## src/verilog/ex_macros.svh

```systemverilog
`ifndef EX_MACROS_SVH
`define EX_MACROS_SVH

// Integer datapath width
`define XLEN 32

// Bubble encoding, addi x0,x0,0
`define NOP 32'h00000013

// Shift-add iterations, one product bit each
`define MUL_CYCLES 32

`endif
```

## src/verilog/ex_pkg.sv

```systemverilog
package ex_pkg;

    // Major opcodes handled by EX
    typedef enum logic [6:0] {
        OP     = 7'b0110011,
        OP_IMM = 7'b0010011,
        LUI    = 7'b0110111,
        AUIPC  = 7'b0010111,
        BRANCH = 7'b1100011
    } opcode_e;

    typedef enum logic [3:0] {
        ADD,
        SUB,
        SLL,
        SLT,
        SLTU,
        XOR,
        SRL,
        SRA,
        OR,
        AND,
        PASS_B
    } alu_op_e;

    // Operand source for rs1/rs2
    typedef enum logic [1:0] {
        FWD_NONE,
        FWD_MEM,
        FWD_WB
    } fwd_sel_e;

    typedef enum logic {
        A_REG,
        A_PC
    } a_sel_e;

    // B_FOUR gives the fall-through target
    typedef enum logic [1:0] {
        B_REG,
        B_IMM,
        B_FOUR
    } b_sel_e;

    typedef enum logic [1:0] {
        MUL_IDLE,
        MUL_BUSY,
        MUL_DONE
    } mul_state_e;

endpackage

```

## src/verilog/ex_pipe_top.sv

```systemverilog
`timescale 1ns/10ps
`include "ex_macros.svh"

module ex_pipe_top (
    input  logic             clk,
    input  logic             arst_n,
    input  logic [`XLEN-1:0] ex_pc,
    input  logic [`XLEN-1:0] ex_rd1,
    input  logic [`XLEN-1:0] ex_rd2,
    input  logic [`XLEN-1:0] ex_imm,
    input  logic [`XLEN-1:0] ex_inst,
    input  logic             ex_br_taken,
    output logic             ex_stall,
    output logic [`XLEN-1:0] mem_pc,
    output logic [`XLEN-1:0] mem_alu,
    output logic [`XLEN-1:0] mem_inst,
    output logic             mem_br_suc,
    output logic             mem_redirect_taken,
    output logic             mem_flush,
    output logic [`XLEN-1:0] wb_wdata,
    output logic [`XLEN-1:0] wb_inst
);

    // EX stage, WB feeds back for forwarding
    ex_stage ex (
        .clk(clk),
        .arst_n(arst_n),
        .ex_pc(ex_pc),
        .ex_rd1(ex_rd1),
        .ex_rd2(ex_rd2),
        .ex_imm(ex_imm),
        .ex_inst(ex_inst),
        .ex_br_taken(ex_br_taken),
        .wb_wdata(wb_wdata),
        .wb_inst(wb_inst),
        .ex_stall(ex_stall),
        .mem_pc(mem_pc),
        .mem_alu(mem_alu),
        .mem_inst(mem_inst),
        .mem_br_suc(mem_br_suc),
        .mem_redirect_taken(mem_redirect_taken),
        .mem_flush(mem_flush)
    );

    mem_wb_stage mem_wb (
        .clk(clk),
        .arst_n(arst_n),
        .mem_alu(mem_alu),
        .mem_inst(mem_inst),
        .wb_wdata(wb_wdata),
        .wb_inst(wb_inst)
    );

endmodule

```

## src/verilog/mem_wb_stage.sv

```systemverilog
`timescale 1ns/10ps
`include "ex_macros.svh"

module mem_wb_stage (
    input  logic             clk,
    input  logic             arst_n,
    input  logic [`XLEN-1:0] mem_alu,
    input  logic [`XLEN-1:0] mem_inst,
    output logic [`XLEN-1:0] wb_wdata,
    output logic [`XLEN-1:0] wb_inst
);

    // No loads, MEM result passes straight to WB
    // wb_inst also drives second-level hazard match in EX
    always_ff @(posedge clk or negedge arst_n) begin
        if (!arst_n) begin
            wb_inst <= `NOP;
        end else begin
            wb_inst <= mem_inst;
        end
    end

    // Write-back data, also the WB forward source
    always_ff @(posedge clk) begin
        wb_wdata <= mem_alu;
    end

endmodule

```

## src/verilog/ex_stage.sv

```systemverilog
`timescale 1ns/10ps
`include "ex_macros.svh"

module ex_stage (
    input  logic             clk,
    input  logic             arst_n,
    input  logic [`XLEN-1:0] ex_pc,
    input  logic [`XLEN-1:0] ex_rd1,
    input  logic [`XLEN-1:0] ex_rd2,
    input  logic [`XLEN-1:0] ex_imm,
    input  logic [`XLEN-1:0] ex_inst,
    input  logic             ex_br_taken,
    input  logic [`XLEN-1:0] wb_wdata,
    input  logic [`XLEN-1:0] wb_inst,
    output logic             ex_stall,
    output logic [`XLEN-1:0] mem_pc,
    output logic [`XLEN-1:0] mem_alu,
    output logic [`XLEN-1:0] mem_inst,
    output logic             mem_br_suc,
    output logic             mem_redirect_taken,
    output logic             mem_flush
);

    ex_pkg::fwd_sel_e fwda_sel;
    ex_pkg::fwd_sel_e fwdb_sel;
    ex_pkg::a_sel_e   a_sel;
    ex_pkg::b_sel_e   b_sel;
    ex_pkg::alu_op_e  alu_sel;
    logic [`XLEN-1:0] fwda_out;
    logic [`XLEN-1:0] fwdb_out;
    logic [`XLEN-1:0] a;
    logic [`XLEN-1:0] b;
    logic [`XLEN-1:0] ex_alu;
    logic [`XLEN-1:0] mul_res;
    logic [`XLEN-1:0] ex_res;
    logic             brun;
    logic             breq;
    logic             brlt;
    logic             mul_start;
    logic             mul_go;
    logic             mul_busy;
    logic             use_mul;
    logic             redirect_pc;
    logic             br_suc;
    logic             flush;
    logic             bubble;

    function automatic logic [`XLEN-1:0] fwd_mux(
        input ex_pkg::fwd_sel_e sel,
        input logic [`XLEN-1:0] rf,
        input logic [`XLEN-1:0] mem,
        input logic [`XLEN-1:0] wb
    );
        case (sel)
            ex_pkg::FWD_MEM: return mem;
            ex_pkg::FWD_WB:  return wb;
            default:         return rf;
        endcase
    endfunction

    // Forwarding, MEM result then WB data
    assign fwda_out = fwd_mux(fwda_sel, ex_rd1, mem_alu, wb_wdata);
    assign fwdb_out = fwd_mux(fwdb_sel, ex_rd2, mem_alu, wb_wdata);

    assign a = (a_sel == ex_pkg::A_PC) ? ex_pc : fwda_out;

    always_comb begin
        case (b_sel)
            ex_pkg::B_IMM:  b = ex_imm;
            ex_pkg::B_FOUR: b = `XLEN'd4;
            default:        b = fwdb_out;
        endcase
    end

    ex_control control (
        .clk(clk),
        .arst_n(arst_n),
        .inst(ex_inst),
        .mem_inst(mem_inst),
        .wb_inst(wb_inst),
        .breq(breq),
        .brlt(brlt),
        .br_taken(ex_br_taken),
        .mul_busy(mul_busy),
        .brun(brun),
        .fwda(fwda_sel),
        .fwdb(fwdb_sel),
        .asel(a_sel),
        .bsel(b_sel),
        .alusel(alu_sel),
        .mul_start(mul_start),
        .use_mul(use_mul),
        .redirect_pc(redirect_pc),
        .br_suc(br_suc),
        .flush(flush)
    );

    // Result and target path
    alu alu_i (
        .a(a),
        .b(b),
        .sel(alu_sel),
        .un(brun),
        .res(ex_alu),
        .eq(),
        .lt()
    );

    // Comparator sees forwarded registers, not pc/imm
    alu br_cmp (
        .a(fwda_out),
        .b(fwdb_out),
        .sel(ex_pkg::SUB),
        .un(brun),
        .res(),
        .eq(breq),
        .lt(brlt)
    );

    // Wrong-path MUL must not start
    assign mul_go = mul_start & ~mem_flush;

    mul_unit mul (
        .clk(clk),
        .arst_n(arst_n),
        .a(fwda_out),
        .b(fwdb_out),
        .start(mul_go),
        .res(mul_res),
        .busy(mul_busy)
    );

    assign ex_stall = mul_busy;
    assign ex_res = use_mul ? mul_res : ex_alu;

    // Squash on stall or on flush from the branch now in MEM
    assign bubble = ex_stall | mem_flush;

    always_ff @(posedge clk or negedge arst_n) begin
        if (!arst_n) begin
            mem_inst <= `NOP;
            mem_br_suc <= 1'b0;
            mem_redirect_taken <= 1'b0;
            mem_flush <= 1'b0;
        end else if (bubble) begin
            mem_inst <= `NOP;
            mem_br_suc <= 1'b0;
            mem_redirect_taken <= 1'b0;
            mem_flush <= 1'b0;
        end else begin
            mem_inst <= ex_inst;
            mem_br_suc <= br_suc;
            mem_redirect_taken <= redirect_pc;
            mem_flush <= flush;
        end
    end

    // Payload, only meaningful alongside mem_inst
    always_ff @(posedge clk) begin
        mem_pc <= ex_pc;
        mem_alu <= ex_res;
    end

endmodule

```

## src/verilog/ex_control.sv

```systemverilog
`timescale 1ns/10ps
`include "ex_macros.svh"

module ex_control (
    input  logic               clk,
    input  logic               arst_n,
    input  logic [`XLEN-1:0]   inst,
    input  logic [`XLEN-1:0]   mem_inst,
    input  logic [`XLEN-1:0]   wb_inst,
    input  logic               breq,
    input  logic               brlt,
    input  logic               br_taken,
    input  logic               mul_busy,
    output logic               brun,
    output ex_pkg::fwd_sel_e   fwda,
    output ex_pkg::fwd_sel_e   fwdb,
    output ex_pkg::a_sel_e     asel,
    output ex_pkg::b_sel_e     bsel,
    output ex_pkg::alu_op_e    alusel,
    output logic               mul_start,
    output logic               use_mul,
    output logic               redirect_pc,
    output logic               br_suc,
    output logic               flush
);

    ex_pkg::opcode_e opcode;
    logic [2:0]      funct3;
    logic [6:0]      funct7;
    logic            is_branch;
    logic            br_actual;
    logic            busy_q;

    // Only OP, OP-IMM, LUI, AUIPC write rd; x0 never counts
    function automatic logic writes_rd(input logic [`XLEN-1:0] i);
        ex_pkg::opcode_e op;
        op = ex_pkg::opcode_e'(i[6:0]);
        return (i[11:7] != 5'd0) &&
               (op == ex_pkg::OP || op == ex_pkg::OP_IMM ||
                op == ex_pkg::LUI || op == ex_pkg::AUIPC);
    endfunction

    // MEM has priority, it holds the younger value
    function automatic ex_pkg::fwd_sel_e fwd_pick(
        input logic [4:0]       rs,
        input logic [`XLEN-1:0] mi,
        input logic [`XLEN-1:0] wi
    );
        if (writes_rd(mi) && mi[11:7] == rs)
            return ex_pkg::FWD_MEM;
        if (writes_rd(wi) && wi[11:7] == rs)
            return ex_pkg::FWD_WB;
        return ex_pkg::FWD_NONE;
    endfunction

    // funct7[5] selects SUB only for register form
    function automatic ex_pkg::alu_op_e alu_decode(
        input logic [2:0] f3,
        input logic       f7b5,
        input logic       is_reg
    );
        ex_pkg::alu_op_e op;
        case (f3)
            3'b000:  op = (is_reg && f7b5) ? ex_pkg::SUB : ex_pkg::ADD;
            3'b001:  op = ex_pkg::SLL;
            3'b010:  op = ex_pkg::SLT;
            3'b011:  op = ex_pkg::SLTU;
            3'b100:  op = ex_pkg::XOR;
            3'b101:  op = f7b5 ? ex_pkg::SRA : ex_pkg::SRL;
            3'b110:  op = ex_pkg::OR;
            default: op = ex_pkg::AND;
        endcase
        return op;
    endfunction

    assign opcode = ex_pkg::opcode_e'(inst[6:0]);
    assign funct3 = inst[14:12];
    assign funct7 = inst[31:25];
    assign fwda = fwd_pick(inst[19:15], mem_inst, wb_inst);
    assign fwdb = fwd_pick(inst[24:20], mem_inst, wb_inst);

    // Operand and operation decode
    always_comb begin
        asel = ex_pkg::A_REG;
        bsel = ex_pkg::B_REG;
        alusel = ex_pkg::ADD;
        use_mul = 1'b0;
        case (opcode)
            ex_pkg::OP: begin
                // M extension, only low product supported
                if (funct7 == 7'b0000001)
                    use_mul = 1'b1;
                else
                    alusel = alu_decode(funct3, funct7[5], 1'b1);
            end
            ex_pkg::OP_IMM: begin
                bsel = ex_pkg::B_IMM;
                alusel = alu_decode(funct3, funct7[5], 1'b0);
            end
            ex_pkg::LUI: begin
                bsel = ex_pkg::B_IMM;
                alusel = ex_pkg::PASS_B;
            end
            ex_pkg::AUIPC: begin
                asel = ex_pkg::A_PC;
                bsel = ex_pkg::B_IMM;
            end
            ex_pkg::BRANCH: begin
                // Target follows actual outcome
                asel = ex_pkg::A_PC;
                bsel = br_actual ? ex_pkg::B_IMM : ex_pkg::B_FOUR;
            end
            default: ;
        endcase
    end

    // BLTU/BGEU compare unsigned
    assign brun = funct3[1];
    assign is_branch = (opcode == ex_pkg::BRANCH);

    always_comb begin
        case (funct3)
            3'b000:         br_actual = breq;
            3'b001:         br_actual = ~breq;
            3'b100, 3'b110: br_actual = brlt;
            3'b101, 3'b111: br_actual = ~brlt;
            default:        br_actual = 1'b0;
        endcase
    end

    // Mispredict in either direction redirects fetch
    assign redirect_pc = is_branch & (br_actual != br_taken);
    assign br_suc = is_branch & (br_actual == br_taken);
    assign flush = redirect_pc;

    // Busy seen last cycle means the MUL in EX was already issued
    always_ff @(posedge clk or negedge arst_n) begin
        if (!arst_n) begin
            busy_q <= 1'b0;
        end else begin
            busy_q <= mul_busy;
        end
    end

    assign mul_start = use_mul & ~busy_q;

endmodule

```

## src/verilog/mul_unit.sv

```systemverilog
`timescale 1ns/10ps
`include "ex_macros.svh"

module mul_unit (
    input  logic             clk,
    input  logic             arst_n,
    input  logic [`XLEN-1:0] a,
    input  logic [`XLEN-1:0] b,
    input  logic             start,
    output logic [`XLEN-1:0] res,
    output logic             busy
);

    localparam int CW = $clog2(`MUL_CYCLES);

    ex_pkg::mul_state_e state;
    logic [CW-1:0]      cnt;
    logic [`XLEN-1:0]   acc;
    logic [`XLEN-1:0]   mcand;
    logic [`XLEN-1:0]   mplier;
    logic               go;

    assign go = (state == ex_pkg::MUL_IDLE) & start;

    // Start cycle does the first iteration, BUSY does the rest
    always_ff @(posedge clk or negedge arst_n) begin
        if (!arst_n) begin
            state <= ex_pkg::MUL_IDLE;
            cnt <= '0;
        end else begin
            case (state)
                ex_pkg::MUL_IDLE: begin
                    if (start) begin
                        state <= ex_pkg::MUL_BUSY;
                        cnt <= CW'(`MUL_CYCLES - 1);
                    end
                end
                ex_pkg::MUL_BUSY: begin
                    cnt <= cnt - 1'b1;
                    // Last iteration
                    if (cnt == CW'(1))
                        state <= ex_pkg::MUL_DONE;
                end
                ex_pkg::MUL_DONE: state <= ex_pkg::MUL_IDLE;
                default:          state <= ex_pkg::MUL_IDLE;
            endcase
        end
    end

    // Shift-add, low XLEN bits kept
    always_ff @(posedge clk) begin
        if (go) begin
            acc <= a[0] ? b : '0;
            mcand <= b << 1;
            mplier <= a >> 1;
        end else if (state == ex_pkg::MUL_BUSY) begin
            if (mplier[0])
                acc <= acc + mcand;
            mcand <= mcand << 1;
            mplier <= mplier >> 1;
        end
    end

    // Product valid in MUL_DONE
    assign res = acc;
    assign busy = go | (state == ex_pkg::MUL_BUSY);

endmodule

```

## src/verilog/alu.sv

```systemverilog
`timescale 1ns/10ps
`include "ex_macros.svh"

module alu (
    input  logic [`XLEN-1:0] a,
    input  logic [`XLEN-1:0] b,
    input  ex_pkg::alu_op_e  sel,
    input  logic             un,
    output logic [`XLEN-1:0] res,
    output logic             eq,
    output logic             lt
);

    localparam int SHW = $clog2(`XLEN);

    logic [SHW-1:0] shamt;
    logic           slt_s;
    logic           slt_u;

    // Shift amount is the low bits of b
    assign shamt = b[SHW-1:0];
    assign slt_s = $signed(a) < $signed(b);
    assign slt_u = a < b;

    always_comb begin
        case (sel)
            ex_pkg::ADD:    res = a + b;
            ex_pkg::SUB:    res = a - b;
            ex_pkg::SLL:    res = a << shamt;
            ex_pkg::SLT:    res = {{(`XLEN-1){1'b0}}, slt_s};
            ex_pkg::SLTU:   res = {{(`XLEN-1){1'b0}}, slt_u};
            ex_pkg::XOR:    res = a ^ b;
            ex_pkg::SRL:    res = a >> shamt;
            // Arithmetic shift keeps sign
            ex_pkg::SRA:    res = $signed(a) >>> shamt;
            ex_pkg::OR:     res = a | b;
            ex_pkg::AND:    res = a & b;
            ex_pkg::PASS_B: res = b;
            default:        res = a + b;
        endcase
    end

    // Branch comparator on the same operands
    assign eq = (a == b);
    assign lt = un ? slt_u : slt_s;

endmodule

```

## config.mk

```make
export PLATFORM = sky130hd
export DESIGN_NAME = ex_pipe_top
export DESIGN_NICKNAME = d
export VERILOG_FILES = /design/src/verilog/ex_pkg.sv /design/src/verilog/ex_pipe_top.sv /design/src/verilog/mem_wb_stage.sv /design/src/verilog/ex_stage.sv /design/src/verilog/ex_control.sv /design/src/verilog/mul_unit.sv /design/src/verilog/alu.sv
export VERILOG_INCLUDE_DIRS = /design/src /design/src/verilog
export SDC_FILE = /design/constraint.sdc
export NUM_CORES = 1
export LEC_CHECK = 0
export ABC_AREA = 1
export BUFFER_PORTS_ARGS = -buffer_cell sky130_fd_sc_hd__buf_2
export CAP_MARGIN = 10
export CORE_MARGIN = 2
export CORE_UTILIZATION = 59
export DETAILED_ROUTE_END_ITERATION = 6
export PLACE_DENSITY = 0.88
export RECOVER_POWER = 100
export SYNTH_ARGS = -nofsm -noshare
export SYNTH_HDL_FRONTEND = slang
export SYNTH_SLANG_ARGS = --single-unit
```

## constraint.sdc

```tcl
create_clock -name clk -period 9.5 [get_ports clk]
set_clock_uncertainty 0.2 [all_clocks]
set_input_delay 1.425 -clock clk [delete_from_list [all_inputs] [get_ports clk]]
set_output_delay 1.425 -clock clk [all_outputs]
set_load 0.02 [all_outputs]
```

* After elaboration in Yosys (flattened, before gate mapping)
Cells that the tools add are included.
Cells by class: add/subtract/negate cells 4, $lt $le $gt $ge 4, equality and inequality tests 48, shift-type cells 3, muxes and demuxes 49, bitwise operators 14, reduce and logical (&&, ||, !) cells 26
Operators by type and width (number):
- 32-bit case mux with 10 select lines | 1
- 32-bit 2-to-1 mux | 9
- 32-bit case mux with 2 select lines | 3
- 32-bit < comparator | 4
- 32-bit adder | 2
- 31-bit 2-to-1 mux | 2
- 4-bit case mux with 7 select lines | 2
- 7-bit by 5-bit == test with 1-bit output (second input constant) | 6
- 7-bit by 6-bit == test with 1-bit output (second input constant) | 6
- 32-bit AND | 1
- 32-bit == test | 1
- 32-bit OR | 1
- 32-bit by 5-bit << shifter with 32-bit output | 1
- 32-bit by 5-bit right shift with 32-bit output | 1
- 32-bit by 5-bit >>> shifter with 32-bit output | 1
- 32-bit subtractor | 1
- 32-bit XOR | 1
- 2-bit 2-to-1 mux | 11
- 5-bit == test | 4
- 4-bit by 3-bit == test with 1-bit output (second input constant) | 4
- 1-bit 2-to-1 mux | 14
- 3-bit == test (second input constant) | 4
- 4-bit == test (second input constant) | 3
- 4-bit case mux with 3 select lines | 1
- other kinds (30) | 64
Word-level totals: register bits 264, word-level logic and storage cells 161

* Depth between registers and ports, before layout
word-level depth 23, depth in mapped cells 69, depth with buffers taken out 62

* Hierarchy
From an unflattened synthesis, not the netlist that was laid out.
Unflattened totals: cells, all modules 6038, area, all modules 35074.9 um^2
Modules (own cells, without submodules):
- alu (ex.alu_i) | times used 1, cells each 2048, area each 10118.5 um^2, sequential area each 0.0 um^2
- alu (ex.br_cmp) | times used 1, cells each 2027, area each 9865.7 um^2, sequential area each 0.0 um^2
- mul_unit | times used 1, cells each 892, area each 6603.8 um^2, sequential area each 2997.9 um^2
- ex_stage | times used 1, cells each 846, area each 6266.0 um^2, sequential area each 2160.8 um^2
- mem_wb_stage | times used 1, cells each 64, area each 1445.1 um^2, sequential area each 1445.1 um^2
- ex_control | times used 1, cells each 161, area each 775.7 um^2, sequential area each 25.0 um^2

* Least setup slack after synthesis
Ideal clock, no wire load.
kind input to register, start in ex_inst[16], end reg ex.mem_alu[26], library setup time 0.109 ns, data arrival time 8.862 ns, required time 9.191 ns, slack 0.329 ns, stages 58, buffers on the path 7, cells stage by stage inv_1 nand2_1 nand2_1 nand2_1 nor3_1 nand2_1 clkinv_1 nor2_1 clkbuf_1 a221oi_1 ha_1 a21oi_1 o21ai_0 a21oi_1 or2_2 a31oi_1 a2111oi_0 nand3_1 [... 22 more ...] o21ai_0 a21oi_1 o21ai_0 inv_1 nor3_1 nor2_1 inv_1 nand2_1 nand2_1 a21boi_0 nor2_1 nor2_1 a211oi_1 o21ai_0 nor2_1 nand4_1 nand2_1 inv_1
On the way: longest elaborated chain between the ends 19, elaborated cells between the ends (all ways) 36, those cells by class add/sub: 2; order compare: 2; eq/ne: 7; shift: 3; mux: 15; bitwise: 5; reduce/logical: 2
RTL lines:
- start, declared | line ex_pipe_top.sv:11 | input logic [`XLEN-1:0] ex_inst,
- 5-bit == test | line ex_control.sv:51 | if (writes_rd(wi) && wi[11:7] == rs)
- 1-bit logical AND | line ex_control.sv:51
- 1-bit 2-to-1 mux (2 in series) | line ex_control.sv:51
- 2-bit 2-to-1 mux | line ex_control.sv:53 | return ex_pkg::FWD_NONE;
- 2-bit 2-to-1 mux * | line ex_control.sv:51
- 2-bit == test / 2-bit by 1-bit == test with 1-bit output (equally long branches) | line ex_stage.sv:54 | case (sel)
- 32-bit case mux with 2 select lines * | line ex_stage.sv:54
- 32-bit < comparator (on tied branches) | line alu.sv:22, alu.sv:23
- [... 3 more ...]
- 2-bit 2-to-1 mux | line ex_control.sv:111 | bsel = br_actual ? ex_pkg::B_IMM : ex_pkg::B_FOUR;
- 2-bit case mux with 2 select lines | line ex_control.sv:88 | case (opcode)
- 2-bit == test / 2-bit by 1-bit == test with 1-bit output (equally long branches) | line ex_stage.sv:68 | case (b_sel)
- 32-bit case mux with 2 select lines | line ex_stage.sv:68
- 32-bit adder (tied with other cells) | line alu.sv:27, alu.sv:39
- 32-bit case mux with 10 select lines * | line alu.sv:26 | case (sel)
- 32-bit 2-to-1 mux * | line ex_stage.sv:134 | assign ex_res = use_mul ? mul_res : ex_alu;
- via ex.ex_res[26] | line ex_stage.sv:35 | logic [`XLEN-1:0] ex_res;
- end signal, assigned | line ex_stage.sv:161 | mem_alu <= ex_res;
- end, declared | line ex_stage.sv:17 | output logic [`XLEN-1:0] mem_alu,
Mark *: on every way through the listed nets, which the timed path passes. The rest lies on a longest branch. The select of a mux whose other input is x is not followed. A chain may end at the register's enable or synchronous reset.

* Final worst setup path
start in ex_inst[16], end reg ex.mem_alu[23]
Same word-level chain as after synthesis.

==> reports/results.tsv <==
metric	value	unit
status	finished, violations left	
failing checks	max-capacitance violations, max-slew violations	
H-tree depth	1	
area of the multi-input gates	12900	µm²
share of layout cells above drive strength 1	0.107	
Std-Cell Rows	70	
Worst-Margin Slew	3.96	ns
crit path DAT	9.24	ns
Placed Area	23900	µm²
Seq/Total Area, Yosys	0.304	
CTS tree	built	
Post-synth EDFFs	94	
DR pass1 iterations	7	
Overall Global Routing Usage	0.450	
Cell Pwr Density	146	nW/µm²
placed insts	3936	
final setup TNS	0	ns
FF+latch count, synth	264	
most frequent cells in the layout	nand2_1, nand3_1, inv_1, nor2_1, clkbuf_1	
clock power share	0.329	
slowest CP cell	ha_1	
power share of the combinational group	0.294	
Worst setup SP type	input port	
Async SR Flop Fraction	0.280	
Hold-fix buffers, CTS	0	
io pins	327	
# fillers	3268	
Int Power	2.25	mW
die height	196	µm
Pins Over Slew Limit	348	
vias per cell	6.29	
Hold Fails Final Rpt	0	
Cell Area, Synth	21700	µm²
Finished Cell Area	24700	µm²
Max-Slew Margin vs Limit	-1.64	
WS Path Type	in2reg	
Synth cell types	58	
Layout Cells excl Fill	3991	
Clock Root Buffer	clkbuf_16	
clock-pin slew on the worst setup and hold paths	0.07	ns
most common cell after layout, fill and taps aside	nand2_1	
Initial Util	0.596	
DR iter-0 viols	3992	
via count	25100	
critical path peak fanout	9	
sequential fraction of design power	0.377	
DIE AREA	38400	µm²
Syn Area/Cell	6.77	µm²
Setup violations, final	0	
clock latency on the worst-skew pair	0.58	ns
Final WS setup	0.503	ns
maxcap violations	6	
grt total ovfl	0	
die width	196	µm
min-delay worst type	reg2reg	
area of the core	36400	µm²
Leak Pwr	12.2	nW
CTS Buf Count	29	
Sink Count	264	
number of global-route vias before repair	22900	
syn_nets	3536	
Layout Nets	3826	
Final ANT Viol Nets	0	
top_reg_cell synth	dfxtp_1	
Max Clock Freq	0.111	GHz
fin crit period	9.00	ns
first-pass GRT wire length	132	mm
Routed wire per std cell	22.4	µm
Sw Pwr	1.36	mW
area grow syn2layout	13.8	%
placer congestion estimate	1.06	
CP most frequent cell	nand2_1	
Syn. warnings	0	
initial antenna violation count	3	
Placement Setup Slack	-0.115	ns
total power	3.61	mW
total length of routed wires	89.5	mm
Residual DRC	0	
Sw Share	0.377	
period utilisation layout	0.947	
Worst path max stage delay	0.46	ns
deepest clock path buffer count	3	
Mapped Cells	3209	
worst vdd ir	0.195	mV
Critical Path End Type	register	
largest net degree at the start of global routing	99	
WP data required	9.75	ns
port bufs	326	
post-detail-place hpwl	68.1	mm
Storage cell area	6600	µm²
[sequential cells by signal, summed over array words and instances, names as in the netlist]
signal             count
mem_wb.wb_wdata       32
ex.control.busy_q      1
ex.mem_br_suc          1
ex.mul.state           2
ex.mul.mplier         31
ex.mul.cnt             5
ex.mem_alu            32
ex.mem_flush           1
ex.mul.res            32
mem_wb.wb_inst        32
ex.mem_pc             32
ex.mem_inst           32
ex.mul.mcand          31
[metrics by stage]
step	hold WS, ns	util
final	0.172	0.678
after global routing	0.180	0.678
after CTS	0.169	0.685
after detailed placement	0.156	0.657
after global placement	0.151	0.657
after floorplan	0.207	-
[cell type report]
type | instances | area share
Tap cell | 468 | 0.0237
Clock buffer | 41 | 0.0361
Antenna cell | 2 | 0.000202
Timing Repair Buffer | 420 | 0.0850
Inverter | 417 | 0.0633
Sequential cell | 264 | 0.267
Multi-Input combinational cell | 2367 | 0.520
Clock inverter | 12 | 0.00440
[timing repair]
item                       CTS  global route
setup endpoints to repair    0            14
resized for setup            0            14
hold endpoints to repair     0             0
buffers inserted             0             0
[metal layers]
layer / global-route usage / share of wire / vias to the layer above
li1: - / - / 11300
met1: 0.599 / 0.37 / 11500
met2: 0.667 / 0.42 / 1938
met3: 0.136 / 0.15 / 345
met4: 0.220 / 0.055 / 2
met5: 0 / 0.00015 / -
[power groups by stage]
stage	Combinational, mW	Clock (mW)	Sequential (mW)
after floorplan	0.548	0	1.46
after global placement	1.03	0	1.37
after detailed placement	1.04	0	1.37
after CTS	1.04	1.19	1.35
after global routing	1.14	1.23	1.37
final	1.06	1.19	1.36
[cell families after synthesis]
kind of cell | count (synthesis) | share of synthesized area
xor+xnor | 43 | 0.0173
buf+inv | 578 | 0.107
fa+ha+maj | 164 | 0.0955
simple gates | 1567 | 0.311
compound gates | 593 | 0.165
flops | 264 | 0.304
[cell usage after synthesis (all sizes together) (68+ instances only)]
cell type,n,area share
inv,411,0.071
dfrtp,68,0.078
o21ai,212,0.050
edfxtp,94,0.13
dfxtp,96,0.089
nand3,416,0.098
a21oi,189,0.044
nand2,759,0.13
clkbuf,96,0.017
a221oi,71,0.029
ha,161,0.093
nor2,289,0.052
[worst max-delay path: cells and delay by family]
family | cells | cell delay, ns
and+or+nand+nor | 25 | 2.84
adders and majority gates | 3 | 1.10
buffers and inverters | 12 | 1.51
AOI/OAI and AO/OA | 12 | 2.20
xor gates and xnor gates | 1 | 0.15
[worst paths after layout]
kind                                        start  slack (ns)  cells past startpoint            endpoint
worst min-delay path              ex.mem_inst[12]        0.17                      0  mem_wb.wb_inst[12]
worst max register to register  mem_wb.wb_inst[0]        0.80                     50      ex.mem_alu[23]
min in group asynchronous                  arst_n        2.10                      2     ex.mem_inst[20]
worst min register to register    ex.mem_inst[12]        0.17                      0  mem_wb.wb_inst[12]
max in group asynchronous                  arst_n        4.80                      2     ex.mem_inst[27]
worst max-delay path                  ex_inst[16]        0.50                     53      ex.mem_alu[23]
Power figures use the tool's default switching activity.
